[src/hdl/tmds_pkg.sv]
/* TMDS channel types and DVI control tokens.
   Used by the timing generator, the channel encoders and the serializer */
`default_nettype none

package tmds_pkg;

    // Input of one channel encoder
    typedef struct packed {
        logic [7:0] data;           // Pixel byte, valid while de is high
        logic [1:0] ctrl;           // {c1, c0}, sent in blanking
        logic       de;
    } tmds_in_t;

    typedef logic [9:0] tmds_sym_t; // Bit 0 goes out first

    // ********************
    // Control tokens
    // ********************

    // Indexed by the ctrl value
    localparam tmds_sym_t CTRL_TOKEN [4] = '{
        10'b1101010100,             // 2'b00
        10'b0010101011,             // 2'b01
        10'b0101010100,             // 2'b10
        10'b1010101011              // 2'b11
    };

endpackage

`default_nettype wire

[src/hdl/tmds_encoder.sv]
/* One DVI TMDS channel encoder, 8b/10b with running disparity.
   Two pipeline stages, control tokens sent while de is low */
`timescale 1ns/1ps
`default_nettype none

module tmds_encoder (
    input  logic                pixel_clk,
    input  logic                rst_n,
    input  tmds_pkg::tmds_in_t  din,
    output tmds_pkg::tmds_sym_t sym
);

    // Population count of one byte
    function automatic logic [3:0] count_ones(input logic [7:0] value);
        logic [3:0] n;
        n = '0;
        for (int i = 0; i < 8; i++) begin
            n = n + 4'(value[i]);
        end
        return n;
    endfunction

    logic [3:0]          n1_d;          // Ones in the input byte
    logic                use_xnor;
    logic [8:0]          q_m_next;
    logic [8:0]          q_m;           // Transition-minimised word
    logic                de_q;
    logic [1:0]          ctrl_q;
    logic [3:0]          n1_q;          // Ones in q_m[7:0]
    logic signed [5:0]   bal;           // Ones minus zeros of q_m[7:0]
    logic signed [5:0]   cnt;           // Running disparity
    logic signed [5:0]   cnt_next;
    tmds_pkg::tmds_sym_t sym_next;

    // ********************
    // Stage 1, minimise transitions
    // ********************

    always_comb begin
        n1_d        = count_ones(din.data);
        use_xnor    = (n1_d > 4'd4) || (n1_d == 4'd4 && !din.data[0]);
        q_m_next[0] = din.data[0];
        for (int i = 1; i < 8; i++) begin
            q_m_next[i] = use_xnor ? ~(q_m_next[i-1] ^ din.data[i])
                                   :  (q_m_next[i-1] ^ din.data[i]);
        end
        q_m_next[8] = ~use_xnor;        // 1 marks the XOR form
    end

    always_ff @(posedge pixel_clk) begin
        q_m <= q_m_next;
    end

    always_ff @(posedge pixel_clk) begin
        if (!rst_n) begin
            de_q   <= 1'b0;
            ctrl_q <= 2'b00;
        end else begin
            de_q   <= din.de;
            ctrl_q <= din.ctrl;
        end
    end

    // ********************
    // Stage 2, DC balance
    // ********************

    always_comb begin
        n1_q = count_ones(q_m[7:0]);
        bal  = $signed({1'b0, n1_q, 1'b0}) - 6'sd8;     // 2*n1 - 8
        if (cnt == 0 || bal == 0) begin
            // No bias either way, bit 9 flags the inversion
            sym_next = {~q_m[8], q_m[8], q_m[8] ? q_m[7:0] : ~q_m[7:0]};
            cnt_next = q_m[8] ? cnt + bal : cnt - bal;
        end else if ((cnt > 0 && bal > 0) || (cnt < 0 && bal < 0)) begin
            sym_next = {1'b1, q_m[8], ~q_m[7:0]};       // Invert to pull back
            cnt_next = cnt + (q_m[8] ? 6'sd2 : 6'sd0) - bal;
        end else begin
            sym_next = {1'b0, q_m[8], q_m[7:0]};
            cnt_next = cnt - (q_m[8] ? 6'sd0 : 6'sd2) + bal;
        end
    end

    always_ff @(posedge pixel_clk) begin
        if (!rst_n) begin
            cnt <= '0;
            sym <= tmds_pkg::CTRL_TOKEN[0];
        end else if (!de_q) begin
            cnt <= '0;                  // Blanking restarts the balance
            sym <= tmds_pkg::CTRL_TOKEN[ctrl_q];
        end else begin
            cnt <= cnt_next;
            sym <= sym_next;
        end
    end

endmodule

`default_nettype wire

[config.mk]
export PLATFORM = sky130hd
export DESIGN_NAME = tmds_encoder
export DESIGN_NICKNAME = d
export VERILOG_FILES = /design/src/hdl/tmds_pkg.sv /design/src/hdl/tmds_encoder.sv
export SDC_FILE = /design/constraint.sdc
export NUM_CORES = 1
export LEC_CHECK = 0
export ABC_AREA = 1
export BUFFER_PORTS_ARGS = -buffer_cell sky130_fd_sc_hd__buf_2
export CELL_PAD_IN_SITES_DETAIL_PLACEMENT = 0
export CELL_PAD_IN_SITES_GLOBAL_PLACEMENT = 2
export CORE_MARGIN = 2
export CORE_UTILIZATION = 37
export DETAILED_ROUTE_END_ITERATION = 16
export PLACE_DENSITY = 0.91
export SLEW_MARGIN = 25
export SYNTH_ARGS = -nofsm -noshare
export SYNTH_HDL_FRONTEND = slang
export SYNTH_SLANG_ARGS = --single-unit
[constraint.sdc]
create_clock -name pixel_clk -period 8.95 [get_ports pixel_clk]
set_clock_uncertainty 0.15 [all_clocks]
set_input_delay 1.3425 -clock pixel_clk [delete_from_list [all_inputs] [get_ports pixel_clk]]
set_output_delay 1.3425 -clock pixel_clk [all_outputs]
set_load 0.02 [all_outputs]
======== Word level (Yosys, flattened, before mapping) ========
Index checks and enable logic that the tools add are counted.
storage, ports and cells
  output and inout port bits .............. 10
  logic and storage cells ................. 80
  register bits ........................... 28
  input bits .............................. 13
cells by class
  add/sub/neg operators ................... 21
  multiplexer cells ....................... 19
  bitwise logic cells ..................... 18
  magnitude comparators ................... 6
  reduce and logical (&&, ||, !) cells .... 10
  equality and inequality tests ........... 1
operator list
  cell                   number
  $logic_not A32 Y1      2
  $mux W10               5
  $add A4 B1 Y4          8
  $bmux W10 S2           1
  $mux W6                3
  $add A6 B6 Y6          2
  $gt A6 B1 Y1 const B   2
  $lt A6 B1 Y1 const B   2
  $sub A6 B6 Y6          2
  $not A1 Y1             9
  $add A3 B1 Y4          2
  $mux W8                1
  $not A8 Y8             1
  $mux W1                7
  $xor A1 B1 Y1          7
  $add A2 B1 Y3          2
  $add A6 B3 Y6          1
  $sub A5 B4 Y6 const B  1
  $sub A6 B3 Y6          1
  $add A1 B1 Y2          2
  $eq A4 B3 Y1 const B   1
  $gt A4 B3 Y1 const B   1
  $mux W2                2
  $ge A3 B3 Y1 const B   1
  other kinds (5)        9

======== Longest topological paths before layout ========
  depth in word-level cells ............... 29
  mapped depth ............................ 23
  gate-level depth less buffers ........... 22

======== Worst setup path before layout ========
No wires, ideal clock.
  path type ............................... register -> register
  start ................................... register q_m[0]
  end ..................................... register cnt[5]
  buffers on the path ..................... 1
  stages on the path, launching flop included .. 23
  arrival ................................. 4408 ps
  setup time .............................. 70 ps
  clock period less this slack ............ 4628 ps
  data required time ...................... 8730 ps
  slack ................................... 4322 ps
  path through ............................ dfxtp_1 fa_1 inv_1 fa_1 fa_1 inv_1 ha_1 fa_1 or2_1 and2_1 clkbuf_1 ha_1 inv_1 ha_1 inv_1 ha_1 a21oi_1 nand3_1 nand2_1 nand2_1 nand2_1 nand2_1 a21oi_1
on the way
  longest elaborated chain between the ends .. 13
  elaborated cells on any way between the ends .. 22
  classes of those cells .................. 12 x add/sub; 2 x order compare; 3 x mux; 5 x reduce/logical
RTL lines
  element                                       RTL line            text
  from (decl)                                   tmds_encoder.sv:26  logic [8:0] q_m;
  from (signal assigned)                        tmds_encoder.sv:51  q_m <= q_m_next;
  $add A1 B1 Y2 (*)                             tmds_encoder.sv:18  n = n + 4'(value[i]);
  $add A2 B1 Y3 (*)                             tmds_encoder.sv:18
  $add A3 B1 Y4 (*)                             tmds_encoder.sv:18
  $add A4 B1 Y4 (*) (4 in series)               tmds_encoder.sv:18
  $sub A5 B4 Y6 (*)                             tmds_encoder.sv:70  bal = $signed({1'b0, n1_q, 1'b0}) - 6'sd8;
  $gt A6 B1 Y1 or $lt A6 B1 Y1 (tied branches)  tmds_encoder.sv:75  end else if ((cnt > 0 && bal > 0) || (cnt < 0 && bal < 0)) begin
  $logic_and A1 B1 Y1                           tmds_encoder.sv:75
  $logic_or A1 B1 Y1                            tmds_encoder.sv:75
  $mux W6                                       tmds_encoder.sv:75
  $mux W6 (*)                                   tmds_encoder.sv:71  if (cnt == 0 || bal == 0) begin
  to (signal assigned)                          tmds_encoder.sv:92  cnt <= cnt_next;
  to (decl)                                     tmds_encoder.sv:31  logic signed [5:0] cnt;
Every way passes the cells marked *; elsewhere a longest branch is shown, timed or not.
A chain may end at the register's enable or synchronous reset.

======== Worst setup path after layout ========
Same ends and word-level chain as after synthesis.

==> flow_summary_export.csv <==
group,metric,value,unit
sta,max_freq,208.2,MHz
sta,layout_min_cycle_time,4.803,ns
clock_tree,ctsLongestPathBuffers,2,
routing,vias_per_cell,4.385,
setup_path,worst-path-buf-inv,4,
setup_path,top_cell_family_by_delay_on_the_critical_path,"adder cells",
logic_synthesis,synth_top_family_by_area,"adder cells",
sta,finalMaxSlewViolations,0,
setup_path,timing.critical_path.to_type,"flop",
logic_synthesis,synth_compound_gate_area_share,5.305,%
floorplan,io_pins,23,
cells_and_area,n_antenna_cell,0,
clock_tree,cts-resized-gates,0,
routing,drc_violations_left,0,
routing,detailedRoute.firstPassIterationCount,4,
cells_and_area,fillers,626,
placed_design,placed_cell_area,2531,um^2
placed_design,routabilityCongestion,0.8557,
logic_synthesis,synth.distinct_cells,28,
logic_synthesis,synthAdderAreaFrac,26.69,%
routing,detail_route.iter0.violations,83,
cells_and_area,fin_nets,399,
logic_synthesis,synth.mux.area_fraction,0,%
floorplan,die-height,83.44,um
placed_design,numPlacedInstances,414,
min_path,worstHoldPathType,"reg2reg",
routing,routed-via-count,1833,
sta,rsz0062_at_grt,"no",
sta,setup_total_negative_slack,0,ns
sta,worst-slew-pin-transition,0.4229,ns
logic_synthesis,synth.yosys.seq_area_share,23.15,%
setup_path,data_arrival_time_of_the_worst_path,4.86,ns
clock_tree,clock-sinks,27,
setup_path,slowest_library_cell_on_the_worst_path,"fa_1",
floorplan,row_count,28,
sta,setup-violations-final,0,
clock_tree,cts_tree,"yes",
floorplan,dieWidth,83.44,um
floorplan,floorplan.core_area,6026,um^2
sta,timing.final.crit_share,53.67,%
logic_synthesis,synth-simple-area-share,25.46,%
setup_path,critical-path-max-stage-delay,0.53,ns
clock_tree,cts_made_buffers,3,
floorplan,initial_utilization,38.75,%
routing,postRouteAntennaNets,0,
logic_synthesis,yosysWarnings,0,
placed_design,place_hpwl,3667,um
setup_path,timing.critical_path.fanout_max,6,
floorplan,total_die_area,6961,um^2
cells_and_area,areaGrowthSynthToFinish,10.34,%
job,maxCapViolations,0,
routing,totalWireLength,4311,um
global_routing,pin_count_of_the_biggest_net_entering_global_routing,15,
cells_and_area,drive_gt1_share,10.50,%
global_routing,via_count_of_the_first_global_routing_pass,1680,
cells_and_area,most_frequent_standard_cell_in_the_layout_excluding_fill_and_tap_cells,"nand2_1",
placed_design,port_buffers,22,
cells_and_area,commonest_cells_after_routing_fill_and_taps_aside,"nand2_1, inv_1, nand3_1, ha_1, dfxtp_1",
logic_synthesis,postSynthRegisterBits,27,
logic_synthesis,synthXorXnorAreaFrac,7.503,%
global_routing,globalRoute.totalOverflow,0,
logic_synthesis,postSynthAreaPerCell,7.319,um^2
setup_path,path_class,"reg2reg",
clock_tree,clock_transition_at_path_regs,0.09,ns
sta,fin_worst_hold_slack,0.3761,ns
logic_synthesis,postSynthNetCount,374,
global_routing,total_track_usage,13.17,%
setup_path,cp_cell_sequence,"fa_1, inv_1, fa_1, fa_1, inv_1, ha_1, fa_1, or2_1, and2_1, ha_1, inv_1, ha_1, inv_1, ha_1, a21oi_1, nand3_1, nand2_1, nand2_1, nand2_1, nand2_1, a21oi_1",
clock_tree,root_buffer,"clkbuf_8",
setup_path,worstPathRequired,9.00,ns
clock_tree,cts_post_setup_buffers_inserted,0,
sta,max-slew-margin-rel,71.77,%
global_routing,global_route_wire_length_before_repair,7617,um
status,run_status,"complete, no violations",
routing,route.detailed.wl_per_inst,10.31,um
logic_synthesis,post_synth_inst_count,319,
clock_tree,clkLatencyLatePin,0.27,ns
logic_synthesis,netlist_area_pre_place,2335,um^2
setup_path,cp-start-kind,"flop",
clock_tree,h-tree-depth,1,
global_routing,antenna_found_initial,0,
cells_and_area,final_cell_count_no_fill,418,
clock_tree,holdBufCountCts,0,
sta,timing.final.hold_violations,0,
cells_and_area,final_cell_area,2576,um^2
-- tightest hold or removal path, delay by kind of cell, from the launching register on --
family,cells,cell delay (ns)
AOI/OAI and AO/OA,1,0.08
and+or+nand+nor,1,0.09
DFF,1,0.33
-- sequential cells by signal (all words and copies together) (netlist names) --
register	cells
cnt	5
ctrl_q	2
de_q	1
q_m	9
sym	10
-- area by class of cell --
class                      count  area [um^2]  area share [%]
inverter                      72        270.3           10.49
timing repair buffer          22        110.1           4.274
tap                           75        93.84           3.643
multi-input combinational    218         1516           58.86
clock buffer                   4        45.04           1.748
sequential                    27        540.5           20.98
-- final timing paths --
kind	start	to	slack [ns]	cells after the start
max	q_m[0]	cnt[5]	4.15	21
min	q_m[6]	sym[6]	0.38	2
max reg2reg	q_m[0]	cnt[5]	4.15	21
min reg2reg	q_m[6]	sym[6]	0.38	2
-- routing by layer --
metal  wire (um)  GRT usage, %
met1        2300         19.66
met2        1835         20.01
met3         147         2.485
met4          27         2.199
met5           0             0
-- per-stage QoR --
step / utilization (%) / setup slack, ns
2_1_floorplan: - / 4.322
3_3_place_gp: 42.01 / 4.248
3_5_place_dp: 42.01 / 4.181
4_1_cts: 42.75 / 4.153
5_1_grt: 42.75 / 3.859
6_report: 42.75 / 4.147
-- logic make-up after synthesis --
group	Yosys count
compound gates	22
fa+ha+maj	42
simple gates	137
buf+inv	74
xor+xnor	17
flops	27
-- cell usage after synthesis, drive strengths merged --
master | instances | area share (%)
a21oi | 9 | 1.9
a31oi | 1 | 0.27
and2 | 1 | 0.27
buf | 1 | 0.16
clkbuf | 1 | 0.16
dfxtp | 27 | 23
fa | 13 | 11
ha | 29 | 16
inv | 72 | 12
nand2 | 88 | 15
nand3 | 30 | 6.6
nand3b | 2 | 0.64
nand4 | 1 | 0.27
nor2 | 13 | 2.5
o211ai | 2 | 0.86
o21a | 1 | 0.32
o21ai | 9 | 1.9
or2 | 2 | 0.54
xnor2 | 5 | 1.9
xor2 | 12 | 5.6
Power is not shown: default switching activity piles up to over one toggle a cycle in this logic, so the estimate is an artifact.
