===== config.mk =====
export PLATFORM = sky130hd
export DESIGN_NAME = cmos_capture
export DESIGN_NICKNAME = d
export VERILOG_FILES = /design/src/hdl/video_pkg.sv /design/src/hdl/cmos_capture.sv
export SDC_FILE = /design/constraint.sdc
export NUM_CORES = 1
export LEC_CHECK = 0
export ABC_AREA = 1
export BUFFER_PORTS_ARGS = -buffer_cell sky130_fd_sc_hd__buf_2
export CAP_MARGIN = 20
export CORE_ASPECT_RATIO = 1.1
export CORE_MARGIN = 4
export CORE_UTILIZATION = 39
export CTS_BUF_LIST = sky130_fd_sc_hd__clkbuf_4
export CTS_CLUSTER_SIZE = 20
export DETAILED_ROUTE_END_ITERATION = 10
export GPL_ROUTABILITY_DRIVEN = 0
export GPL_TIMING_DRIVEN = 0
export MAX_ROUTING_LAYER = met4
export PLACE_DENSITY = 0.64
export SLEW_MARGIN = 30
export SYNTH_ARGS = -nofsm -noshare
export SYNTH_HDL_FRONTEND = slang
export SYNTH_SLANG_ARGS = --single-unit
export TNS_END_PERCENT = 10

===== constraint.sdc =====
create_clock -name pixel_clk -period 1.3 [get_ports pixel_clk]
set_input_delay 0.065 -clock pixel_clk [delete_from_list [all_inputs] [get_ports pixel_clk]]
set_output_delay 0.065 -clock pixel_clk [all_outputs]
set_load 0.005 [all_outputs]

===== src/hdl/video_pkg.sv =====
/* Pixel, camera word and sync types shared by the capture and display side.
   Modules refer to these through video_pkg:: scoped names */
`default_nettype none

package video_pkg;

    // ********************
    // Pixel and camera word
    // ********************

    typedef struct packed {
        logic [4:0] red;
        logic [5:0] green;
        logic [4:0] blue;
    } rgb565_t;                     // Frame buffer word

    typedef struct packed {
        logic [7:0] hi_byte;        // Arrives first on the camera bus
        logic [7:0] lo_byte;
    } cam_bytes_t;

    // One 16-bit word, filled byte by byte, read back as a pixel
    typedef union packed {
        rgb565_t    pix;
        cam_bytes_t bytes;
    } cam_word_u;

    typedef struct packed {
        logic hsync;                // Active high
        logic vsync;                // Active high
        logic de;                   // Active video
    } video_ctrl_t;

    // Widen a 5 or 6 bit colour field to 8 bits
    // Top bits repeat into the bottom so full scale maps to 8'hff
    function automatic logic [7:0] expand_565(input logic [5:0] chan, input int unsigned width);
        logic [7:0] result;
        if (width == 5) begin
            result = {chan[4:0], chan[4:2]};
        end else begin
            result = {chan[5:0], chan[5:4]};
        end
        return result;
    endfunction

endpackage

`default_nettype wire

===== src/hdl/cmos_capture.sv =====
/* Camera byte capture. Pairs bytes into RGB565 pixels while href is high and
   writes them into the frame buffer in raster order, restarting at each vsync */
`timescale 1ns/1ps
`default_nettype none

module cmos_capture #(
    parameter  int H_ACTIVE = 1024,
    parameter  int V_ACTIVE = 768,
    localparam int DEPTH    = H_ACTIVE * V_ACTIVE,
    localparam int ADDR_W   = $clog2(DEPTH)
) (
    input  logic               pixel_clk,
    input  logic               rst_n,
    input  logic               cam_vsync,
    input  logic               cam_href,
    input  logic [7:0]         cam_data,
    output logic               wr_en,
    output logic [ADDR_W-1:0]  wr_addr,
    output video_pkg::rgb565_t wr_pixel
);

    logic                 vsync_d;      // Previous vsync level
    logic                 vsync_rise;   // Start of a new camera frame
    logic                 byte_phase;   // 0 waits for high byte, 1 for low byte
    video_pkg::cam_word_u word_q;       // Pixel under assembly

    assign vsync_rise = cam_vsync & ~vsync_d;

    // Edge detect and byte phase
    always_ff @(posedge pixel_clk) begin
        if (!rst_n) begin
            vsync_d    <= 1'b0;
            byte_phase <= 1'b0;
        end else begin
            vsync_d <= cam_vsync;
            if (vsync_rise || !cam_href) begin
                byte_phase <= 1'b0;     // Every line starts on a high byte
            end else begin
                byte_phase <= ~byte_phase;
            end
        end
    end

    // Byte slots of the word
    always_ff @(posedge pixel_clk) begin
        if (cam_href) begin
            if (!byte_phase) begin
                word_q.bytes.hi_byte <= cam_data;
            end else begin
                word_q.bytes.lo_byte <= cam_data;
            end
        end
    end

    // ********************
    // Write strobe and address
    // ********************

    always_ff @(posedge pixel_clk) begin
        if (!rst_n) begin
            wr_en   <= 1'b0;
            wr_addr <= '0;
        end else begin
            wr_en <= cam_href & byte_phase & ~vsync_rise;   // Pulse after low byte
            if (vsync_rise) begin
                wr_addr <= '0;
            end else if (wr_en) begin
                wr_addr <= (wr_addr == ADDR_W'(DEPTH - 1)) ? '0 : wr_addr + 1'b1;
            end
        end
    end

    assign wr_pixel = word_q.pix;       // Same word, pixel view

endmodule

`default_nettype wire


# After elaboration in Yosys (flattened, before gate mapping)
# Cells that the tools add are included.
# Widths: inputs -> output; s select.
# word_totals
regBits	39
latch_bits	0
mem_bits_rw	0
romBits	0
wordCells	22
n_memories	0
# classes
addsub	1
n_mul	0
n_div	0
order_cmp	0
eq_ne	1
n_shift	0
muxes	1
bitwise_logic	7
n_reduce_logical	6
# ops
op	count
$add 20x1->20 const B	1
$eq 20x20->1 const B	1
$mux 20	1
$not 1->1	4
$reduce_and 2->1	2
$reduce_or 2->1	2
$and 1x1->1	3
$logic_not 1->1	1
$logic_or 1x1->1	1

# Logic depth before layout (Yosys ltp)
# Gate-level depths: netlist (run 1).
# depth
depth_word	4
mapped_depth	9

# Worst setup path before layout (run 1)
# Ideal clock, no wire load.
# synth_timing
kind	reg-to-reg
startpoint	reg wr_addr[0]
endpoint	reg wr_addr[9]
setup_time_ns	0.114
t_arrival_ns	1.225
slack_ns	-0.040
stages_incl_launch_ff	8
path_buffers	1
path_cell_list	dfxtp_1 > ha_1 > nand2_1 > nor2_2 > nand3_2 > o21ai_2 > buf_6 > nor2_1
# synth_via
elab_chain_cells	2
# synth_rtl
element	line	rtl
start: declaration	cmos_capture.sv:18	output logic [ADDR_W-1:0] wr_addr,
start signal: assignment	cmos_capture.sv:68	wr_addr <= (wr_addr == ADDR_W'(DEPTH - 1)) ? '0 : wr_addr + 1'b1;
$add 20x1->20 or $eq 20x20->1 (tied branches)	cmos_capture.sv:68	
$mux 20 *	cmos_capture.sv:68	
# Mark *: on every way between the ends. The rest lies on a longest branch, timed or not.
# A chain may end at the register's enable or synchronous reset.

# Worst setup path in the final report (run 1)
# layout_timing
startpoint	reg wr_addr[0]
endpoint	reg wr_addr[10]
# Same word-level chain as after synthesis.

==> results.py, run 1 <==
metrics = {
    "logic_synthesis": {
        "post_synth.cell_area_avg_um2": 8.82,
        "synthArstFlopShare_pct": 0,
        "ys.flop_type": "dfxtp_1",
        "yosys.area_share.adder_pct": 0.739,
        "synth_most_common_cell": "nand2_1",
        "ys_types": 28,
        "post-synth-top-area-cell": "edfxtp_1",
        "syn_nets": 205,
        "yosysTopAreaCellShare_pct": 28.4,
        "synth_xor_area_share_pct": 3.10,
        "synth-compound-area-share_pct": 3.40,
        "muxShareOfSynthArea_pct": 0,
        "netlist_area_um2": 1690,
        "netlist_top_cells_area": "edfxtp_1, dfxtp_1, nand2_1",
        "synth_cells": 192,
        "yosys_warnings": 0,
        "synth-edff-count": 16,
        "yosysSeqAreaShare_pct": 55.5,
        "yosys.area_share.simple_pct": 31.2,
        "synth_top_family_by_area": "simple AND/OR/NAND/NOR gates",
        "yosys_register_bits": 39,
        "synth_common_cells": "nand2_1, nor2_1, dfxtp_1",
    },
    "cells_and_area": {
        "diodes": 0,
        "fill_cells": 376,
        "areaGrowthSynthToFinish_pct": 43.4,
        "fin_nets": 281,
        "design_area_um2": 2430,
        "drive_gt1_share_pct": 43.1,
        "fin_cells": 321,
    },
    "timing": {
        "fmax_mhz": 748,
        "finalSetupViolations": 2,
        "holdWs_ns": 0.0950,
        "finalCriticalPeriod_ns": 1.34,
        "timing_hold_violations_final": 0,
        "grt_setup_unrepaired": "yes",
        "tns_ns": -0.0583,
        "relSlewSlack_pct": 72.2,
        "period_share_pct": 103,
        "maxSlewViolCount": 0,
        "setup_slack_ns": -0.0377,
        "worstMarginPinSlew_ns": 0.416,
        "skew_ns": 0.00894,
    },
    "routing": {
        "drt-initial-drc-count": 56,
        "vias_per_cell": 4.71,
        "avgRoutedWirePerCell_um": 12.7,
        "wl_mm": 4.07,
        "ant_nets": 0,
        "drc": 0,
        "dr.pass1.iters": 4,
        "vias": 1512,
    },
    "clock_network": {
        "htreeDepth": 2,
        "clk_latency_ns": 0.36,
        "clkTransAtPathRegs_ns": 0.12,
        "cts-root-buf": "clkbuf_4",
        "cts_tree": "built",
        "cts_num_sinks": 39,
        "clock_path_buffers": 2,
        "cts_buffers": 5,
    },
    "worst_setup_path": {
        "cp-startpoint": "wr_addr[0]",
        "crit_path_top_delay_cell": "dfxtp_4",
        "crit_chain": "ha_4, nand2_4, nor2_4, nand3_4, buf_4, xor2_1, nor2_1",
        "cp_slowest_stage_delay_ns": 0.39,
        "path_class": "reg2reg",
        "timing.rr.start": "wr_addr[0]",
        "critPathRequiredTime_ns": 1.56,
        "crit_fanout": 6,
        "startpoint_type": "register",
        "cp.arrival_ns": 1.60,
        "critPathCaptureType": "register",
    },
    "floorplanning": {
        "coreArea_um2": 4080,
        "die_w_um": 70.8,
        "die_y_um": 77.1,
        "initial_core_util_pct": 41.5,
        "die-area_um2": 5460,
        "std_cell_rows": 24,
        "ios": 49,
    },
    "power": {
        "power_per_cell_area_nw_per_um2": 942,
        "leakagePower_nw": 1.03,
        "power_mw": 2.29,
        "ir_drop_uv": 510,
    },
    "placed_design": {
        "dpl.hpwl_mm": 2.64,
        "portBuffers": 48,
        "dpl_cell_area_um2": 2000,
        "dp.cells": 292,
    },
    "global_routing": {
        "grt-ovfl-total": 0,
        "grt_util_all_layers_pct": 15.3,
        "grt_first_pass_wirelength_mm": 6.45,
        "grt_pass1_vias": 1428,
        "grt_antenna_before_repair": 0,
        "grt_max_degree": 15,
    },
    "job": {
        "cap_violations": 0,
    },
    "status": {
        "violations": "setup timing",
        "status": "finished, violations left",
    },
    "worst_hold_path": {
        "min_path_type": "in2reg",
        "worstHoldStart": "rst_n",
    },
}
==> area by class of cell <==
type	instances	area [um^2]	share of cell area, %
sequential	39	973	40.1
clock buffer	5	37.5	1.54
buffer	2	22.5	0.927
clock inverter	3	47.5	1.96
tap	52	65.1	2.68
timing repair buffer	69	437	18.0
multi-input combinational	129	764	31.5
inverter	22	82.6	3.40
==> power breakdown <==
part | switching (mW) | total, mW | internal, mW
logic | 0.0650 | 0.133 | 0.0679
registers | 0.00674 | 1.30 | 1.29
clock network | 0.442 | 0.857 | 0.415
total | 0.514 | 2.29 | 1.77
==> registers in the layout, indices dropped and copies added, names as in the netlist <==
signal,cells
wr_addr,20
byte_phase,1
wr_pixel,16
wr_en,1
vsync_d,1
==> cell families (layout without fill, tap and decap cells) <==
kind of cell               count (synthesis)  in the layout
buffers and inverters                     24            101
adders and majority gates                  1              1
AOI/OAI and AO/OA                         10             10
xor gates and xnor gates                   6              6
and+or+nand+nor                          112            112
DFF                                       39             39
==> critical path: cells and delay by family, from the launching register on <==
kind,cells,cell delay (ns)
flip-flops,1,0.39
AND/OR/NAND/NOR,4,0.38
adder cells (fa/ha/maj),1,0.18
buffers and inverters,1,0.17
XOR/XNOR,1,0.12
==> routing by layer <==
layer	track usage [%]	up-vias	wire length, um
met4	5.64	0	67
met3	3.27	7	265
met5	-	-	0
met2	25.3	48	1980
li1	-	765	-
met1	18.1	692	1760
==> path summary, 6_finish.rpt <==
path / endpoint / slack, ns / cells after the start
hold reg to reg: byte_phase / 0.49 / 1
hold / removal: wr_en / 0.1 / 3
setup / recovery: wr_addr[10] / -0.04 / 7
setup reg to reg: wr_addr[10] / -0.04 / 7
==> placed cells by master, fill, tap and decap left out, types with 2 or more instances in the layout <==
master and instances:
nor2_2 4, dfxtp_2 14, nor3_1 4, nand2_1 40
edfxtp_1 16, nand3_1 2, buf_6 5, dfxtp_4 4
nor2_4 8, clkbuf_4 5, nand3_4 2, o21ai_1 2
buf_2 48, nand3_2 3, nand2_2 4, nand2_4 3
dlygate4sd3_1 11, dfxtp_1 5, xor2_1 6, a21oi_1 4
buf_4 7, inv_1 21, nor3_2 2, nand4_1 5
nor2_1 32
==> what timing repair did <==
| item | in CTS | in global routing |
|---|---|---|
| hold endpoints to repair | 19 | 0 |
| pin swaps | 7 | 12 |
| buffers inserted | 5 | 4 |
| hold buffers | 11 | 0 |
| setup endpoints to repair | 17 | 25 |
| gates resized for setup | 23 | 28 |
| gates cloned | 1 | 0 |
==> stage by stage <==
| stage | setup slack (ns) | utilization, % |
|---|---|---|
| after floorplan | 0.0154 | - |
| after global placement | -0.170 | 49.1 |
| after detailed placement | -0.188 | 49.1 |
| after CTS | -0.00488 | 56.7 |
| after global routing | -0.0905 | 59.5 |
| final | -0.0377 | 59.5 |
(Power assumes the default switching activity.)
==> inputs of run 2 (changes only) <==
--- a/config.mk
+++ b/config.mk
@@ -5,7 +5,6 @@
 export SDC_FILE = /design/constraint.sdc
 export NUM_CORES = 1
 export LEC_CHECK = 0
-export ABC_AREA = 1
 export BUFFER_PORTS_ARGS = -buffer_cell sky130_fd_sc_hd__buf_2
 export CAP_MARGIN = 20
 export CORE_ASPECT_RATIO = 1.1
@@ -17,7 +16,7 @@
 export GPL_ROUTABILITY_DRIVEN = 0
 export GPL_TIMING_DRIVEN = 0
 export MAX_ROUTING_LAYER = met4
-export PLACE_DENSITY = 0.64
+export PLACE_DENSITY = 0.65
 export SLEW_MARGIN = 30
 export SYNTH_ARGS = -nofsm -noshare
 export SYNTH_HDL_FRONTEND = slang
==> run 2 against run 1 <==
Net effect: core utilization grew 0.77 points; synthesized area shrank 9.6%; hold slack gained 0.077 ns; first-iteration DRC count shrank 14%; clock power shrank 3.7%; critical path depth shrank 3; via count shrank 16%; final area shrank 7.9%; sequential power is essentially flat; the flow still finishes with violations (setup timing); cell count shrank 18%.
==> results.py, run 2 <==
metrics = {
    "routing": {
        "vias_per_cell": 4.84,
        "vias": 1267,
        "avgRoutedWirePerCell_um": 13.4,
        "ant_nets": 0,
        "drc": 0,
        "drt-initial-drc-count": 48,
        "wl_mm": 3.51,
        "dr.pass1.iters": 4,
    },
    "worst_hold_path": {
        "hold_end": "wr_addr[17]",
        "hold_depth": 3,
        "min_path_type": "in2reg",
        "worstHoldStart": "rst_n",
    },
    "worst_setup_path": {
        "startpoint_type": "register",
        "crit_chain": "and4_4, nand4_1, or4_1, a31oi_1",
        "r2r_end": "wr_addr[19]",
        "crit_fanout": 4,
        "reg2regPathDepth": 4,
        "crit_path_top_delay_cell": "or4_1",
        "cp_slowest_stage_delay_ns": 0.51,
        "critPathCaptureType": "register",
        "path_class": "reg2reg",
        "cp.arrival_ns": 1.78,
        "regToRegSetupSlack_ns": -0.21,
        "timing.rr.start": "wr_addr[14]",
        "critPathRequiredTime_ns": 1.57,
    },
    "timing": {
        "skew_ns": 0.00896,
        "grt_setup_unrepaired": "yes",
        "period_share_pct": 116,
        "fmax_mhz": 661,
        "finalCriticalPeriod_ns": 1.51,
        "tns_ns": -2.52,
        "setup_slack_ns": -0.213,
        "worstMarginPinSlew_ns": 0.578,
        "holdWs_ns": 0.172,
        "timing_hold_violations_final": 0,
        "finalSetupViolations": 20,
        "maxSlewViolCount": 0,
        "relSlewSlack_pct": 61.2,
    },
    "logic_synthesis": {
        "ys_types": 32,
        "synthArstFlopShare_pct": 0,
        "yosys_register_bits": 39,
        "ys.flop_type": "dfxtp_1",
        "yosysSeqAreaShare_pct": 61.4,
        "synth_cells": 130,
        "post_synth.cell_area_avg_um2": 11.8,
        "synth_most_common_cell": "dfxtp_1",
        "post-synth-top-area-cell": "edfxtp_1",
        "synth_common_cells": "dfxtp_1, edfxtp_1, nor2_1",
        "netlist_area_um2": 1530,
        "yosysTopAreaCellShare_pct": 31.4,
        "syn_nets": 143,
        "synth-edff-count": 16,
        "yosys_warnings": 0,
        "netlist_top_cells_area": "edfxtp_1, dfxtp_1, xor2_1",
    },
    "power": {
        "power_mw": 2.23,
        "ir_drop_uv": 840,
        "leakagePower_nw": 0.921,
        "power_per_cell_area_nw_per_um2": 997,
    },
    "floorplanning": {
        "ios": 49,
        "die_y_um": 73.7,
        "die_w_um": 67.8,
        "std_cell_rows": 23,
        "initial_core_util_pct": 41.3,
        "coreArea_um2": 3710,
        "die-area_um2": 4990,
    },
    "clock_network": {
        "htreeDepth": 2,
        "clk_latency_ns": 0.34,
        "clkTransAtPathRegs_ns": 0.12,
        "cts_tree": "built",
        "cts-root-buf": "clkbuf_4",
        "clock_path_buffers": 2,
        "cts_num_sinks": 39,
        "cts_buffers": 5,
    },
    "cells_and_area": {
        "fill_cells": 302,
        "multi_input_area_um2": 607,
        "diodes": 0,
        "drive_gt1_share_pct": 49.5,
        "regArea_um2": 973,
        "final_common_cell": "buf_2",
        "areaGrowthSynthToFinish_pct": 46.1,
        "final_cell_mix": "buf_2, edfxtp_1, buf_4, nor2_1",
        "regMostFlops": "wr_addr",
        "fin_cells": 262,
        "fin_nets": 224,
        "largest_reg_flops": 20,
        "design_area_um2": 2240,
        "utilization_pct": 60.3,
    },
    "job": {
        "cap_violations": 0,
    },
    "placed_design": {
        "dpl_cell_area_um2": 1870,
        "portBuffers": 48,
        "dpl_worst_slack_ns": -0.305,
        "dpl.hpwl_mm": 2.33,
        "dp.cells": 228,
    },
    "global_routing": {
        "grt_antenna_before_repair": 0,
        "grt_max_degree": 15,
        "grt_pass1_vias": 1198,
        "grt-ovfl-total": 0,
        "grt_util_all_layers_pct": 15.6,
        "grt_first_pass_wirelength_mm": 5.60,
    },
    "status": {
        "violations": "setup timing",
        "status": "finished, violations left",
    },
}
run 2: changes by cell type in the layout (fill, tap and decap cells not counted), moves of 5 or more:
cell | before | now
buf_4 | 7 | 14
xor2_1 | 6 | 11
nor2_1 | 32 | 13
nand2_1 | 40 | 9
nor2_4 | 8 | 0
and2_1 | 0 | 6
inv_1 | 21 | 2
run 2: critical path: cells and delay by family, from the launching register on:
family,cells,cell delay (ns)
flip-flops,1,0.35
AO/OA/AOI/OAI,1,0.19
AND/OR/NAND/NOR,3,0.91
run 2: cell type report:
cell class              count  area share [%]
flip-flops and latches     39            43.5
multi-input cells          86            27.1
repair buffers             74            20.9
well taps                  50            2.80
clock inverters             3            2.13
clock buffers               5            1.68
plain buffers               3            1.51
inverters                   2           0.336
run 2: how the worst max path moves through the flow:
stage,from,to,slack [ns],depth (start not counted)
floorplan,wr_addr[1],wr_addr[3],-0.11,6
global placement,wr_addr[1],wr_addr[13],-0.28,6
detailed placement,wr_addr[0],wr_addr[1],-0.31,6
CTS,wr_addr[14],wr_addr[19],-0.20,4
global route,wr_addr[0],wr_addr[13],-0.27,6
finish,wr_addr[14],wr_addr[19],-0.21,4
run 2: power by group:
part	internal, mW	total [mW]	switching (mW)	leakage (nW)
sequential	1.29	1.30	0.00697	0.346
clock	0.414	0.825	0.411	0.0458
combinational	0.0579	0.109	0.0509	0.530
total	1.76	2.23	0.469	0.921
run 2: what timing repair did:
item | CTS | global route
gates resized for setup | 16 | 7
hold endpoints to repair | 17 | 0
setup endpoints to repair | 17 | 28
setup buffers | 15 | 1
hold buffers | 10 | 0
pin swaps | 13 | 4
run 2: logic make-up (layout without fill, tap and decap cells):
family | after synthesis | count (layout) | share of synthesized area (%)
flip-flops | 39 | 39 | 61.4
buffers and inverters | 5 | 87 | 2.04
AND/OR/NAND/NOR | 56 | 56 | 21.2
AO/OA/AOI/OAI | 15 | 15 | 6.37
adder cells (fa/ha/maj) | 1 | 1 | 0.817
multiplexers | 1 | 1 | 0.654
XOR/XNOR | 13 | 13 | 7.43
run 2: layer usage:
metal	global-route usage (%)	up-vias	part of all wire, %
met4	6.31	0	2.2
met2	24.6	44	49
li1	-	635	-
met3	4.59	11	6.0
met1	18.6	577	43
met5	-	-	0
