**src/hdl/tmds_pkg.sv**
```systemverilog
/* TMDS channel types and DVI control tokens.
   Used by the timing generator, the channel encoders and the serializer */
`default_nettype none

package tmds_pkg;

    // Input of one channel encoder
    typedef struct packed {
        logic [7:0] data;           // Pixel byte, valid while de is high
        logic [1:0] ctrl;           // {c1, c0}, sent in blanking
        logic       de;
    } tmds_in_t;

    typedef logic [9:0] tmds_sym_t; // Bit 0 goes out first

    // ********************
    // Control tokens
    // ********************

    // Indexed by the ctrl value
    localparam tmds_sym_t CTRL_TOKEN [4] = '{
        10'b1101010100,             // 2'b00
        10'b0010101011,             // 2'b01
        10'b0101010100,             // 2'b10
        10'b1010101011              // 2'b11
    };

endpackage

`default_nettype wire

```
**src/hdl/video_pkg.sv**
```systemverilog
/* Pixel, camera word and sync types shared by the capture and display side.
   Modules refer to these through video_pkg:: scoped names */
`default_nettype none

package video_pkg;

    // ********************
    // Pixel and camera word
    // ********************

    typedef struct packed {
        logic [4:0] red;
        logic [5:0] green;
        logic [4:0] blue;
    } rgb565_t;                     // Frame buffer word

    typedef struct packed {
        logic [7:0] hi_byte;        // Arrives first on the camera bus
        logic [7:0] lo_byte;
    } cam_bytes_t;

    // One 16-bit word, filled byte by byte, read back as a pixel
    typedef union packed {
        rgb565_t    pix;
        cam_bytes_t bytes;
    } cam_word_u;

    typedef struct packed {
        logic hsync;                // Active high
        logic vsync;                // Active high
        logic de;                   // Active video
    } video_ctrl_t;

    // Widen a 5 or 6 bit colour field to 8 bits
    // Top bits repeat into the bottom so full scale maps to 8'hff
    function automatic logic [7:0] expand_565(input logic [5:0] chan, input int unsigned width);
        logic [7:0] result;
        if (width == 5) begin
            result = {chan[4:0], chan[4:2]};
        end else begin
            result = {chan[5:0], chan[5:4]};
        end
        return result;
    endfunction

endpackage

`default_nettype wire
```
**src/hdl/video_timing.sv**
```systemverilog
/* Raster timing generator. Scans the frame buffer and feeds the three TMDS
   channels with expanded pixel bytes, syncs and data enable */
`timescale 1ns/1ps
`default_nettype none

module video_timing #(
    parameter  int H_ACTIVE = 1024,
    parameter  int H_FRONT  = 24,
    parameter  int H_SYNC   = 136,
    parameter  int H_BACK   = 1056,
    parameter  int V_ACTIVE = 768,
    parameter  int V_FRONT  = 3,
    parameter  int V_SYNC   = 6,
    parameter  int V_BACK   = 495,
    localparam int H_TOTAL  = H_ACTIVE + H_FRONT + H_SYNC + H_BACK,
    localparam int V_TOTAL  = V_ACTIVE + V_FRONT + V_SYNC + V_BACK,
    localparam int H_W      = $clog2(H_TOTAL),
    localparam int V_W      = $clog2(V_TOTAL),
    localparam int ADDR_W   = $clog2(H_ACTIVE * V_ACTIVE)
) (
    input  logic               pixel_clk,
    input  logic               rst_n,
    output logic [ADDR_W-1:0]  rd_addr,
    input  video_pkg::rgb565_t rd_pixel,
    output tmds_pkg::tmds_in_t chan [3]   // 0 blue, 1 green, 2 red
);

    logic [H_W-1:0]         h_cnt;      // 0 is the first active pixel
    logic [V_W-1:0]         v_cnt;
    video_pkg::video_ctrl_t ctrl_now;   // Decoded from the counters
    video_pkg::video_ctrl_t ctrl_d1;    // Lined up with rd_pixel

    // ********************
    // Raster counters
    // ********************

    always_ff @(posedge pixel_clk) begin
        if (!rst_n) begin
            h_cnt <= '0;
            v_cnt <= '0;
        end else if (h_cnt == H_W'(H_TOTAL - 1)) begin
            h_cnt <= '0;
            v_cnt <= (v_cnt == V_W'(V_TOTAL - 1)) ? '0 : v_cnt + 1'b1;
        end else begin
            h_cnt <= h_cnt + 1'b1;
        end
    end

    // Active area first, then front porch, sync, back porch
    always_comb begin
        ctrl_now.de    = (h_cnt < H_ACTIVE) && (v_cnt < V_ACTIVE);
        ctrl_now.hsync = (h_cnt >= H_ACTIVE + H_FRONT) &&
                         (h_cnt <  H_ACTIVE + H_FRONT + H_SYNC);
        ctrl_now.vsync = (v_cnt >= V_ACTIVE + V_FRONT) &&
                         (v_cnt <  V_ACTIVE + V_FRONT + V_SYNC);
    end

    // Linear address, parked at zero in blanking
    assign rd_addr = ctrl_now.de ? ADDR_W'(v_cnt * H_ACTIVE + h_cnt) : '0;

    // Match the buffer read latency
    always_ff @(posedge pixel_clk) begin
        if (!rst_n) begin
            ctrl_d1 <= '0;
        end else begin
            ctrl_d1 <= ctrl_now;
        end
    end

    // ********************
    // Channel feed
    // ********************

    always_ff @(posedge pixel_clk) begin
        if (!rst_n) begin
            chan[0] <= '0;
            chan[1] <= '0;
            chan[2] <= '0;
        end else begin
            chan[0] <= '{data: video_pkg::expand_565(rd_pixel.blue, 5),
                         ctrl: {ctrl_d1.vsync, ctrl_d1.hsync},   // Syncs ride on blue
                         de:   ctrl_d1.de};
            chan[1] <= '{data: video_pkg::expand_565(rd_pixel.green, 6),
                         ctrl: 2'b00,
                         de:   ctrl_d1.de};
            chan[2] <= '{data: video_pkg::expand_565(rd_pixel.red, 5),
                         ctrl: 2'b00,
                         de:   ctrl_d1.de};
        end
    end

endmodule

`default_nettype wire

```
**config.mk**
```make
export PLATFORM = sky130hd
export DESIGN_NAME = video_timing
export DESIGN_NICKNAME = d
export VERILOG_FILES = /design/src/hdl/tmds_pkg.sv /design/src/hdl/video_pkg.sv /design/src/hdl/video_timing.sv
export SDC_FILE = /design/constraint.sdc
export NUM_CORES = 1
export LEC_CHECK = 0
export BUFFER_PORTS_ARGS = -buffer_cell sky130_fd_sc_hd__buf_2
export CORE_MARGIN = 2
export CORE_UTILIZATION = 30
export CTS_BUF_LIST = sky130_fd_sc_hd__clkbuf_8
export DETAILED_ROUTE_END_ITERATION = 8
export HOLD_SLACK_MARGIN = 0.08
export PLACE_DENSITY = 0.64
export SETUP_SLACK_MARGIN = 0.02
export SLEW_MARGIN = 20
export SYNTH_ARGS = -nofsm -noshare
export SYNTH_HDL_FRONTEND = slang
export SYNTH_SLANG_ARGS = --single-unit
```
**constraint.sdc**
```tcl
create_clock -name pixel_clk -period 5 [get_ports pixel_clk]
set_input_delay 1 -clock pixel_clk [delete_from_list [all_inputs] [get_ports pixel_clk]]
set_output_delay 1 -clock pixel_clk [all_outputs]
set_load 0.01 [all_outputs]
```
# --- Word-level counts from Yosys, hierarchy flattened ---
# Cells that the tools add are included.
word_totals:
  ff_bits: 57
classes:
  muxes: 2
  n_reduce_logical: 4
  order_cmp: 6
  bitwise: 1
  addsub: 3
  eq_ne: 2
ops:
  columns: ["cell", "count"]
  rows:
  - ["< comparator 12 x 11 -> 1 bit, second input constant", 2]
  - ["< comparator 11 x 10 -> 1 bit, second input constant", 2]
  - ["adder 20 x 12 -> 20 bit", 1]
  - ["two-way mux 20 bit", 1]
  - ["adder 12 x 1 -> 12 bit, second input constant", 1]
  - ["equality test 12 bit, second input constant", 1]
  - [">= comparator 12 x 11 -> 1 bit, second input constant", 1]
  - ["adder 11 x 1 -> 11 bit, second input constant", 1]
  - ["equality test 11 bit, second input constant", 1]
  - [">= comparator 11 x 10 -> 1 bit, second input constant", 1]
  - ["two-way mux 11 bit", 1]
  - ["logical AND 1 bit", 3]
  - ["OR reduction 2 bit", 1]
  - ["NOT 1 bit", 1]

# --- Depth between registers and ports, before layout ---
# Gate-level depths: netlist of the first run.
logic_depth:
  word_depth: 3
  depth_mapped: 6
  depth_no_buf: 5

# --- Least setup slack after synthesis of the first run ---
# No wires, ideal clock.
synth_timing:
  path_type: "register to output"
  start: "reg v_cnt[0]"
  end: "out rd_addr[16]"
  n_path_buf: 0
  arrival_time_ps: 1649
  path_slack_ps: 2351
  t_required_ps: 4000
  path_stages_with_launch: 6
  cell_sequence: "dfxtp_1 ha_1 fa_1 nand3_1 or3_2 a21oi_1"
synth_via:
  elab_chain_len: 3
synth_lines:
  columns: ["element", "line_no", "rtl"]
  rows:
  - ["start, declared", "video_timing.sv:29", "logic [V_W-1:0] v_cnt;"]
  - ["start signal, assigned", "video_timing.sv:43", "v_cnt <= (v_cnt == V_W'(V_TOTAL - 1)) ? '0 : v_cnt + 1'b1;"]
  - ["branches (longest 2 deep; another with adder 20 x 12 -> 20 bit)", null, null]
  - ["two-way mux 20 bit (*)", "video_timing.sv:59", "assign rd_addr = ctrl_now.de ? ADDR_W'(v_cnt * H_ACTIVE + h_cnt) : '0;"]
  - ["end, declared", "video_timing.sv:23", "output logic [ADDR_W-1:0] rd_addr,"]
# Every way passes the cells marked *.

# --- Final worst setup path of the first run ---
# Ends and elaborated chain as after synthesis.

==> results of run 1 <==
## logic make-up (layout without fill, tap and decap cells)
family	count (synthesis)	count (layout)	share of synthesized area, %
compound gates	24	24	7.45
buf+inv	29	77	7.92
flops	45	45	41.9
fa+ha+maj	5	5	3.26
other cells	1	4	0.174
mux	1	1	0.466
simple gates	113	113	31.5
xor+xnor	18	18	7.33
## cells in the final DEF, fill, tap and decap left out, types with 5 or more instances in the layout
| cell | instances |
|---|---|
| o21ai_0 | 8 |
| and2_1 | 33 |
| nand4_1 | 7 |
| a21oi_1 | 9 |
| nand2_1 | 10 |
| xnor2_1 | 6 |
| clkbuf_8 | 5 |
| xor2_1 | 12 |
| or4_1 | 5 |
| nand3_1 | 7 |
| nor2_1 | 25 |
| nor4_1 | 5 |
| buf_2 | 66 |
| dfxtp_1 | 45 |
## sequential cells by signal (all words and copies together) (netlist names)
register	flops
h_cnt	12
v_cnt	11
ctrl_d1	3
chan	19
## critical path: stages, from the launching register on
cell     delay, ps
dfxtp_1        460
ha_1           230
fa_1           220
nand3_1        170
or3_2          500
a21oi_1        140
buf_2          140
## power by group through the flow
| stage | logic, uW | clock network, uW | registers (uW) |
|---|---|---|---|
| final | 43.2 | 282 | 372 |
| after global routing | 49.2 | 309 | 374 |
| after global placement | 43.9 | 0 | 380 |
| after floorplan | 25.6 | 0 | 384 |
| after detailed placement | 44.2 | 0 | 380 |
| after CTS | 44.3 | 291 | 372 |
## area by class of cell
cell class | instances | area (um2)
fill | 720 | 4300
multi-input combinational | 165 | 1090
sequential | 45 | 901
timing repair buffer | 67 | 338
tap | 96 | 120
clock buffer | 5 | 68.8
clock inverter | 3 | 46.3
inverter | 2 | 7.51
## final timing paths
kind                                         endpoint  slack, ps  cells past startpoint
worst min-delay path              chan[24]$_SDFF_PN0_        440                      1
worst max register to register  v_cnt[0]$_SDFFE_PN0N_       2960                      5
worst min register to register    chan[24]$_SDFF_PN0_        440                      1
worst max-delay path                      rd_addr[16]       1840                      6
## per-stage QoR
step	area (um2)	utilization (%)	power, uW
5_1_grt	2570	37.4	732
3_5_place_dp	2460	35.8	425
6_report	2570	37.4	697
4_1_cts	2570	37.4	707
2_1_floorplan	2160	-	410
3_3_place_gp	2460	35.8	424
## per-layer routing
| metal | up-vias | global-route usage (%) |
|---|---|---|
| li1 | 891 | - |
| met1 | 795 | 15.3 |
| met2 | 63 | 19.1 |
| met3 | 7 | 3.36 |
| met4 | 0 | 4.13 |
| met5 | - | 0 |
==> flow_summary.toml, run 1 <==
[status]
status = "finished clean"

[die]
ioPinCount = 71
die_w_um = 88.6
fp.dieH_um = 88.6
die_area_um2 = 7860
core-area_um2 = 6870
row_count = 30
initial_utilization_pct = 31.3

[power_and_ir_drop]
power_frac_seq_pct = 53.3
powerDensity_nw_per_um2 = 271
swShare_pct = 22.9
leakage_uw = 0.00116
comb_power_share_pct = 6.2
switchingPower_uw = 159
vdd_drop_max_mv = 0.0873
internal_power_uw = 538
p_clk_share_pct = 40.5

[yosys]
synth_seq_cells = 45
synth_top_area_share_pct = 41.9
ys_top_cells_by_area = "dfxtp_1 42%, and2_1 9.6%, buf_4 4.9%"
yosys_warnings = 0
syn_area_um2 = 2150
synth_most_common_cell = "dfxtp_1"
yosysSeqAreaShare_pct = 41.9
syn_avg_cell_area_um2 = 9.11
synth_top_area_cell = "dfxtp_1"
synth_ff_type = "dfxtp_1"
synth_async_sr_flop_share_pct = 0
synthTopCellsByCount = "45 x dfxtp_1, 33 x and2_1, 25 x nor2_1"
ys_types = 38
synthesis.instances = 236
synth_edf_count = 0

[critical_path]
crit_arrival_ps = 2160
critical_path_class = "reg2out"
cp.required_ps = 4000
end_kind = "output port"
r2r_start = "h_cnt[0]$_SDFF_PP0_"
crit_start = "v_cnt[0]$_SDFFE_PN0N_"
cp_max_fo = 7
worst_setup_path_start_kind = "register"

[detailed_routing]
drc = 0
dr_wl_met2_um = 1980
vias_per_cell = 4.58
highest_layer = "met4"
wirelength_um = 4540
wl_met3_um = 327
antenna_left = 0
drtPass1Iterations = 4
wl_per_cell_um = 11.9
wl_met1_um = 2170
vias = 1756
drtIter0Drc = 36

[clocking]
worstSkewPairLatency_ps = 300
cts_buffer_depth = 2
cts_hold_buf = 0
cts_tree = "built"
cts_num_sinks = 45
cts-root-buf = "clkbuf_8"
htree_levels = 2
cts_setup_buffers = 0
numCtsBuffers = 5
clk_pin_slew_ps = 90
ctsResizeCount = 0

[placed_design]
post-place-cells = 375
dpl.hpwl_um = 3280
io_buffers = 66
dp_slack_ps = 2160
gp_congestion = 0.826

[finish]
finalNetCount = 309
area_growth_pct = 19.6
drive_above_1_share_pct = 29.6
fin_cells = 383
antenna_cells = 0

[timing]
post-route-period-util_pct = 63.2
holdWs_ps = 438
relSlewSlack_pct = 57.4
worst_pin_slew_ps = 633
finalCriticalPeriod_ps = 3160
final.setup_skew_ps = 5.40
tns_ps = 0
setup_viol = 0
drv_slew = 0
max_freq_mhz = 316
hold_viol_final = 0
rsz0062_at_grt = "no"
fin_ws_ps = 1840

[grt]
grt_max_degree = 25
track_usage_pct = 11.9
first_global_vias = 1538
grt-ovfl-total = 0
grt_pass1_wl_um = 7260
grt_antenna_before_repair = 0

[hold_path]
hold_path_class = "reg2reg"
holdCritStartpoint = "ctrl_d1[1]$_SDFF_PN0_"

[run]
maxCapViolCount = 0
No activity file was read; power rests on OpenSTA's default activity.
==> run 2: changes to the inputs <==
- PLACE_DENSITY: 0.64 -> 0.66
- clock period: 5 -> 2.78 ns (I/O delays scaled with it)
==> flow_summary.toml, run 2 (synthesis results as in run 1) <==
[timing]
fin_ws_ps = 211
setup_viol = 0
tns_ps = 0
drv_slew = 0
relSlewSlack_pct = 55.7
hold_viol_final = 0
max_freq_mhz = 389
rsz0062_at_grt = "no"
worst_pin_slew_ps = 659
finalCriticalPeriod_ps = 2570
final.setup_skew_ps = 5.57
post-route-period-util_pct = 92.4

[clocking]
cts-root-buf = "clkbuf_8"
ctsResizeCount = 0
worstSkewPairLatency_ps = 290
htree_levels = 2
cts_buffer_depth = 2
cts_hold_buf = 0
numCtsBuffers = 5
cts_tree = "built"
cts_num_sinks = 45
clk_pin_slew_ps = 80
cts_setup_buffers = 0

[placed_design]
dpl.hpwl_um = 3290
dp_slack_ps = 388
gp_congestion = 0.823
io_buffers = 66

[detailed_routing]
wl_per_cell_um = 12.5
vias = 1758
wirelength_um = 4790
antenna_left = 0
drc = 0
drtPass1Iterations = 4
vias_per_cell = 4.59
drtIter0Drc = 57

[finish]
area_growth_pct = 21.1
drive_above_1_share_pct = 31.0
finalNetCount = 309
largest-register = "chan"
top_regs = "chan (19), h_cnt (12), v_cnt (11)"
largest_reg_flops = 19
antenna_cells = 0
final_common_cell = "buf_2"
multi_input_area_um2 = 1100
n_fill_cell = 687
seq_area_um2 = 906
final_cell_mix = "66 x buf_2, 43 x dfxtp_1, 33 x and2_1"

[critical_path]
cp.required_ps = 2220
crit_arrival_ps = 2010
critical_path_class = "reg2out"
worst_setup_path_start_kind = "register"
end_kind = "output port"
cp_max_fo = 7

[grt]
grt_max_degree = 25
track_usage_pct = 12.5
grt_pass1_wl_um = 7610
grt_antenna_before_repair = 0
grt-ovfl-total = 0
first_global_vias = 1616

[power_and_ir_drop]
leakage_uw = 0.00117
switchingPower_uw = 272
power_frac_seq_pct = 50.4
powerDensity_nw_per_um2 = 510
internal_power_uw = 1050
swShare_pct = 20.5
comb_power_share_pct = 5.9
vdd_drop_max_mv = 0.161
p_clk_share_pct = 43.8

[die]
die_w_um = 88.6
row_count = 30
ioPinCount = 71
initial_utilization_pct = 31.3
fp.dieH_um = 88.6
core-area_um2 = 6870
die_area_um2 = 7860

[status]
status = "finished clean"

[hold_path]
hold_path_class = "reg2reg"

[run]
maxCapViolCount = 0
run 2: layout make-up:
type / count / share of cell area (%)
tap: 96 / 4.62
inverter: 2 / 0.288
timing repair buffer: 67 / 13.0
clock buffer: 5 / 2.64
sequential: 45 / 34.8
clock inverter: 3 / 2.50
multi-input combinational: 165 / 42.2
run 2: final timing paths:
path | to | slack [ps] | from | depth (start not counted)
hold reg to reg | chan[24]$_SDFF_PN0_ | 440 | ctrl_d1[1]$_SDFF_PN0_ | 1
setup / recovery | rd_addr[16] | 210 | h_cnt[10]$_SDFF_PP0_ | 6
hold / removal | chan[24]$_SDFF_PN0_ | 440 | ctrl_d1[1]$_SDFF_PN0_ | 1
setup reg to reg | v_cnt[3]$_SDFFE_PN0N_ | 720 | h_cnt[0]$_SDFF_PP0_ | 5
run 2: power by group through the flow:
| stage | Clock [uW] | Combinational (uW) | Sequential [uW] |
|---|---|---|---|
| final | 580 | 78.1 | 668 |
| after global routing | 627 | 88.5 | 670 |
| after CTS | 594 | 79.4 | 669 |
| after detailed placement | 0 | 79.0 | 684 |
| after global placement | 0 | 78.3 | 684 |
| after floorplan | 0 | 46.1 | 691 |
run 2: stage by stage:
| step | hold WS, ps | instance area, um2 | cells | power, uW | utilization [%] |
|---|---|---|---|---|---|
| 2_1_floorplan | 412 | 2160 | 239 | 737 | - |
| 3_3_place_gp | 418 | 2460 | 375 | 762 | 35.8 |
| 3_5_place_dp | 418 | 2460 | 375 | 763 | 35.8 |
| 4_1_cts | 434 | 2590 | 383 | 1340 | 37.7 |
| 5_1_grt | 446 | 2600 | 383 | 1390 | 37.9 |
| 6_report | 439 | 2600 | 383 | 1330 | 37.9 |
run 2: layer usage:
layer  up-vias  track usage (%)  share of wire (%)
li1        884                -                  -
met1       788             15.1                 45
met2        79             21.1                 46
met3         7             3.82                8.3
met4         0             3.72                1.1
met5         -                0                  0
run 2: worst max-delay path, cell delays in order, from the launching register on:
cell and delay [ps]:
dfxtp_2 390, ha_1 200, fa_2 230, nand3_2 120
or3_2 480, a21oi_1 150, buf_2 150
==> run 3: changes to the inputs <==
--- a/config.mk
+++ b/config.mk
@@ -7,4 +7,5 @@
 export LEC_CHECK = 0
 export BUFFER_PORTS_ARGS = -buffer_cell sky130_fd_sc_hd__buf_2
+export CAP_MARGIN = 20
 export CORE_MARGIN = 2
 export CORE_UTILIZATION = 30
==> constraint.sdc (replaced) <==
create_clock -name pixel_clk -period 2.78 [get_ports pixel_clk]
set_input_delay 0.417 -clock pixel_clk [delete_from_list [all_inputs] [get_ports pixel_clk]]
set_output_delay 0.417 -clock pixel_clk [all_outputs]
set_load 0.01 [all_outputs]
==> flow_summary.toml, run 3 (synthesis results as in run 1) <==
[status]
status = "finished clean"

[run]
maxCapViolCount = 0

[timing]
final.setup_skew_ps = 5.74
relSlewSlack_pct = 54.6
max_freq_mhz = 383
rsz0062_at_grt = "no"
tns_ps = 0
drv_slew = 0
post-route-period-util_pct = 93.8
setup_viol = 0
hold_viol_final = 0
worst_pin_slew_ps = 675
finalCriticalPeriod_ps = 2610

[critical_path]
crit_family = "simple AND/OR/NAND/NOR gates"
crit_arrival_ps = 2190
worst-path-buf-inv = 1
end_kind = "output port"
critical_path_class = "reg2out"
worst_setup_path_start_kind = "register"
cp.required_ps = 2360
cpMaxStageDelayCell = "or3_2"
cp_max_fo = 7
slowest_delay_ps = 500
path_cells = "ha_1 > fa_1 > nand3_1 > or3_2 > a21oi_1 > buf_2"

[power_and_ir_drop]
comb_power_share_pct = 6.6
finalPower_uw = 1160
power_frac_seq_pct = 57.5
switchingPower_uw = 284
vdd_drop_max_mv = 0.191
leakage_uw = 0.00115
powerDensity_nw_per_um2 = 456
internal_power_uw = 880
swShare_pct = 24.4
p_clk_share_pct = 35.9

[placed_design]
io_buffers = 66
gp_congestion = 0.790
dpl.hpwl_um = 3260

[clocking]
numCtsBuffers = 5
cts-root-buf = "clkbuf_8"
cts_tree = "built"
cts_num_sinks = 45
cts_setup_buffers = 0
clk_pin_slew_ps = 90
cts_hold_buf = 0
worstSkewPairLatency_ps = 300
cts_buffer_depth = 2
ctsResizeCount = 0
htree_levels = 2

[finish]
antenna_cells = 0
area_growth_pct = 18.6
largest-register = "chan"
post-route-util_pct = 37.1
n_fill_cell = 723
top_regs = "chan (19), h_cnt (12), v_cnt (11)"
finalNetCount = 309
drive_above_1_share_pct = 29.6
largest_reg_flops = 19
final_cell_mix = "66 x buf_2, 45 x dfxtp_1, 33 x and2_1"
final_common_cell = "buf_2"

[detailed_routing]
wl_per_cell_um = 11.6
vias = 1772
vias_per_cell = 4.63
drc = 0
wirelength_um = 4440
drtPass1Iterations = 4
drtIter0Drc = 66
antenna_left = 0

[die]
initial_utilization_pct = 31.3
fp.dieH_um = 88.6
core-area_um2 = 6870
die_area_um2 = 7860
ioPinCount = 71
die_w_um = 88.6
row_count = 30

[grt]
first_global_vias = 1586
grt-ovfl-total = 0
grt_max_degree = 25
track_usage_pct = 12.1
grt_pass1_wl_um = 7420
grt_antenna_before_repair = 0

[hold_path]
hold_path_class = "in2reg"
## run 3: cell types whose count changed in the layout (fill, tap and decap cells not counted), sizes merged
cell / previous run / this run
bufinv: 2 / 0
clkinvlp: 0 / 1
inv: 2 / 3
## run 3: worst reg2reg max path, delay by kind of cell, from the launching register on
family | cells | cell delay, ps
fa+ha+maj | 1 | 210
simple gates | 3 | 700
compound gates | 1 | 630
flops | 1 | 380
## run 3: metal layers
layer	vias up	track usage (%)	wire length, um
met5	-	0	0
met4	0	4.13	63
met3	7	3.36	349
met2	69	19.1	1930
met1	803	15.8	2100
li1	893	-	-
## run 3: worst paths after layout
kind                                end  slack, ps                   from  cells past startpoint
setup / recovery            rd_addr[16]        170   h_cnt[10]$_SDFF_PP0_                      6
hold / removal      chan[27]$_SDFF_PN0_        320            rd_pixel[4]                      2
setup reg to reg  v_cnt[3]$_SDFFE_PN0N_        730    h_cnt[0]$_SDFF_PP0_                      5
hold reg to reg     chan[23]$_SDFF_PN0_        440  ctrl_d1[2]$_SDFF_PN0_                      1
## run 3: layout make-up
class	instances	area, um2	share of cell area [%]
well taps	96	120	4.71
flip-flops and latches	45	901	35.3
repair buffers	67	338	13.2
inverters	2	7.51	0.294
clock inverters	3	25.0	0.981
clock buffers	5	68.8	2.70
multi-input cells	165	1090	42.7
## run 3: per-stage QoR
stage / setup WS, ps / cells / hold WS [ps] / area, um2
after global placement: 574 / 375 / 418 / 2460
after floorplan: 714 / 239 / 412 / 2160
after global routing: 39.1 / 383 / 308 / 2550
after CTS: 156 / 383 / 306 / 2550
final: 171 / 383 / 315 / 2550
after detailed placement: 489 / 375 / 423 / 2460
## run 3: power by group through the flow
stage | clock [uW] | combinational (uW) | sequential (uW)
finish | 417 | 77.2 | 669
global placement | 0 | 78.2 | 684
detailed placement | 0 | 78.8 | 684
CTS | 436 | 79.1 | 669
global route | 466 | 88.5 | 672
floorplan | 0 | 46.1 | 691
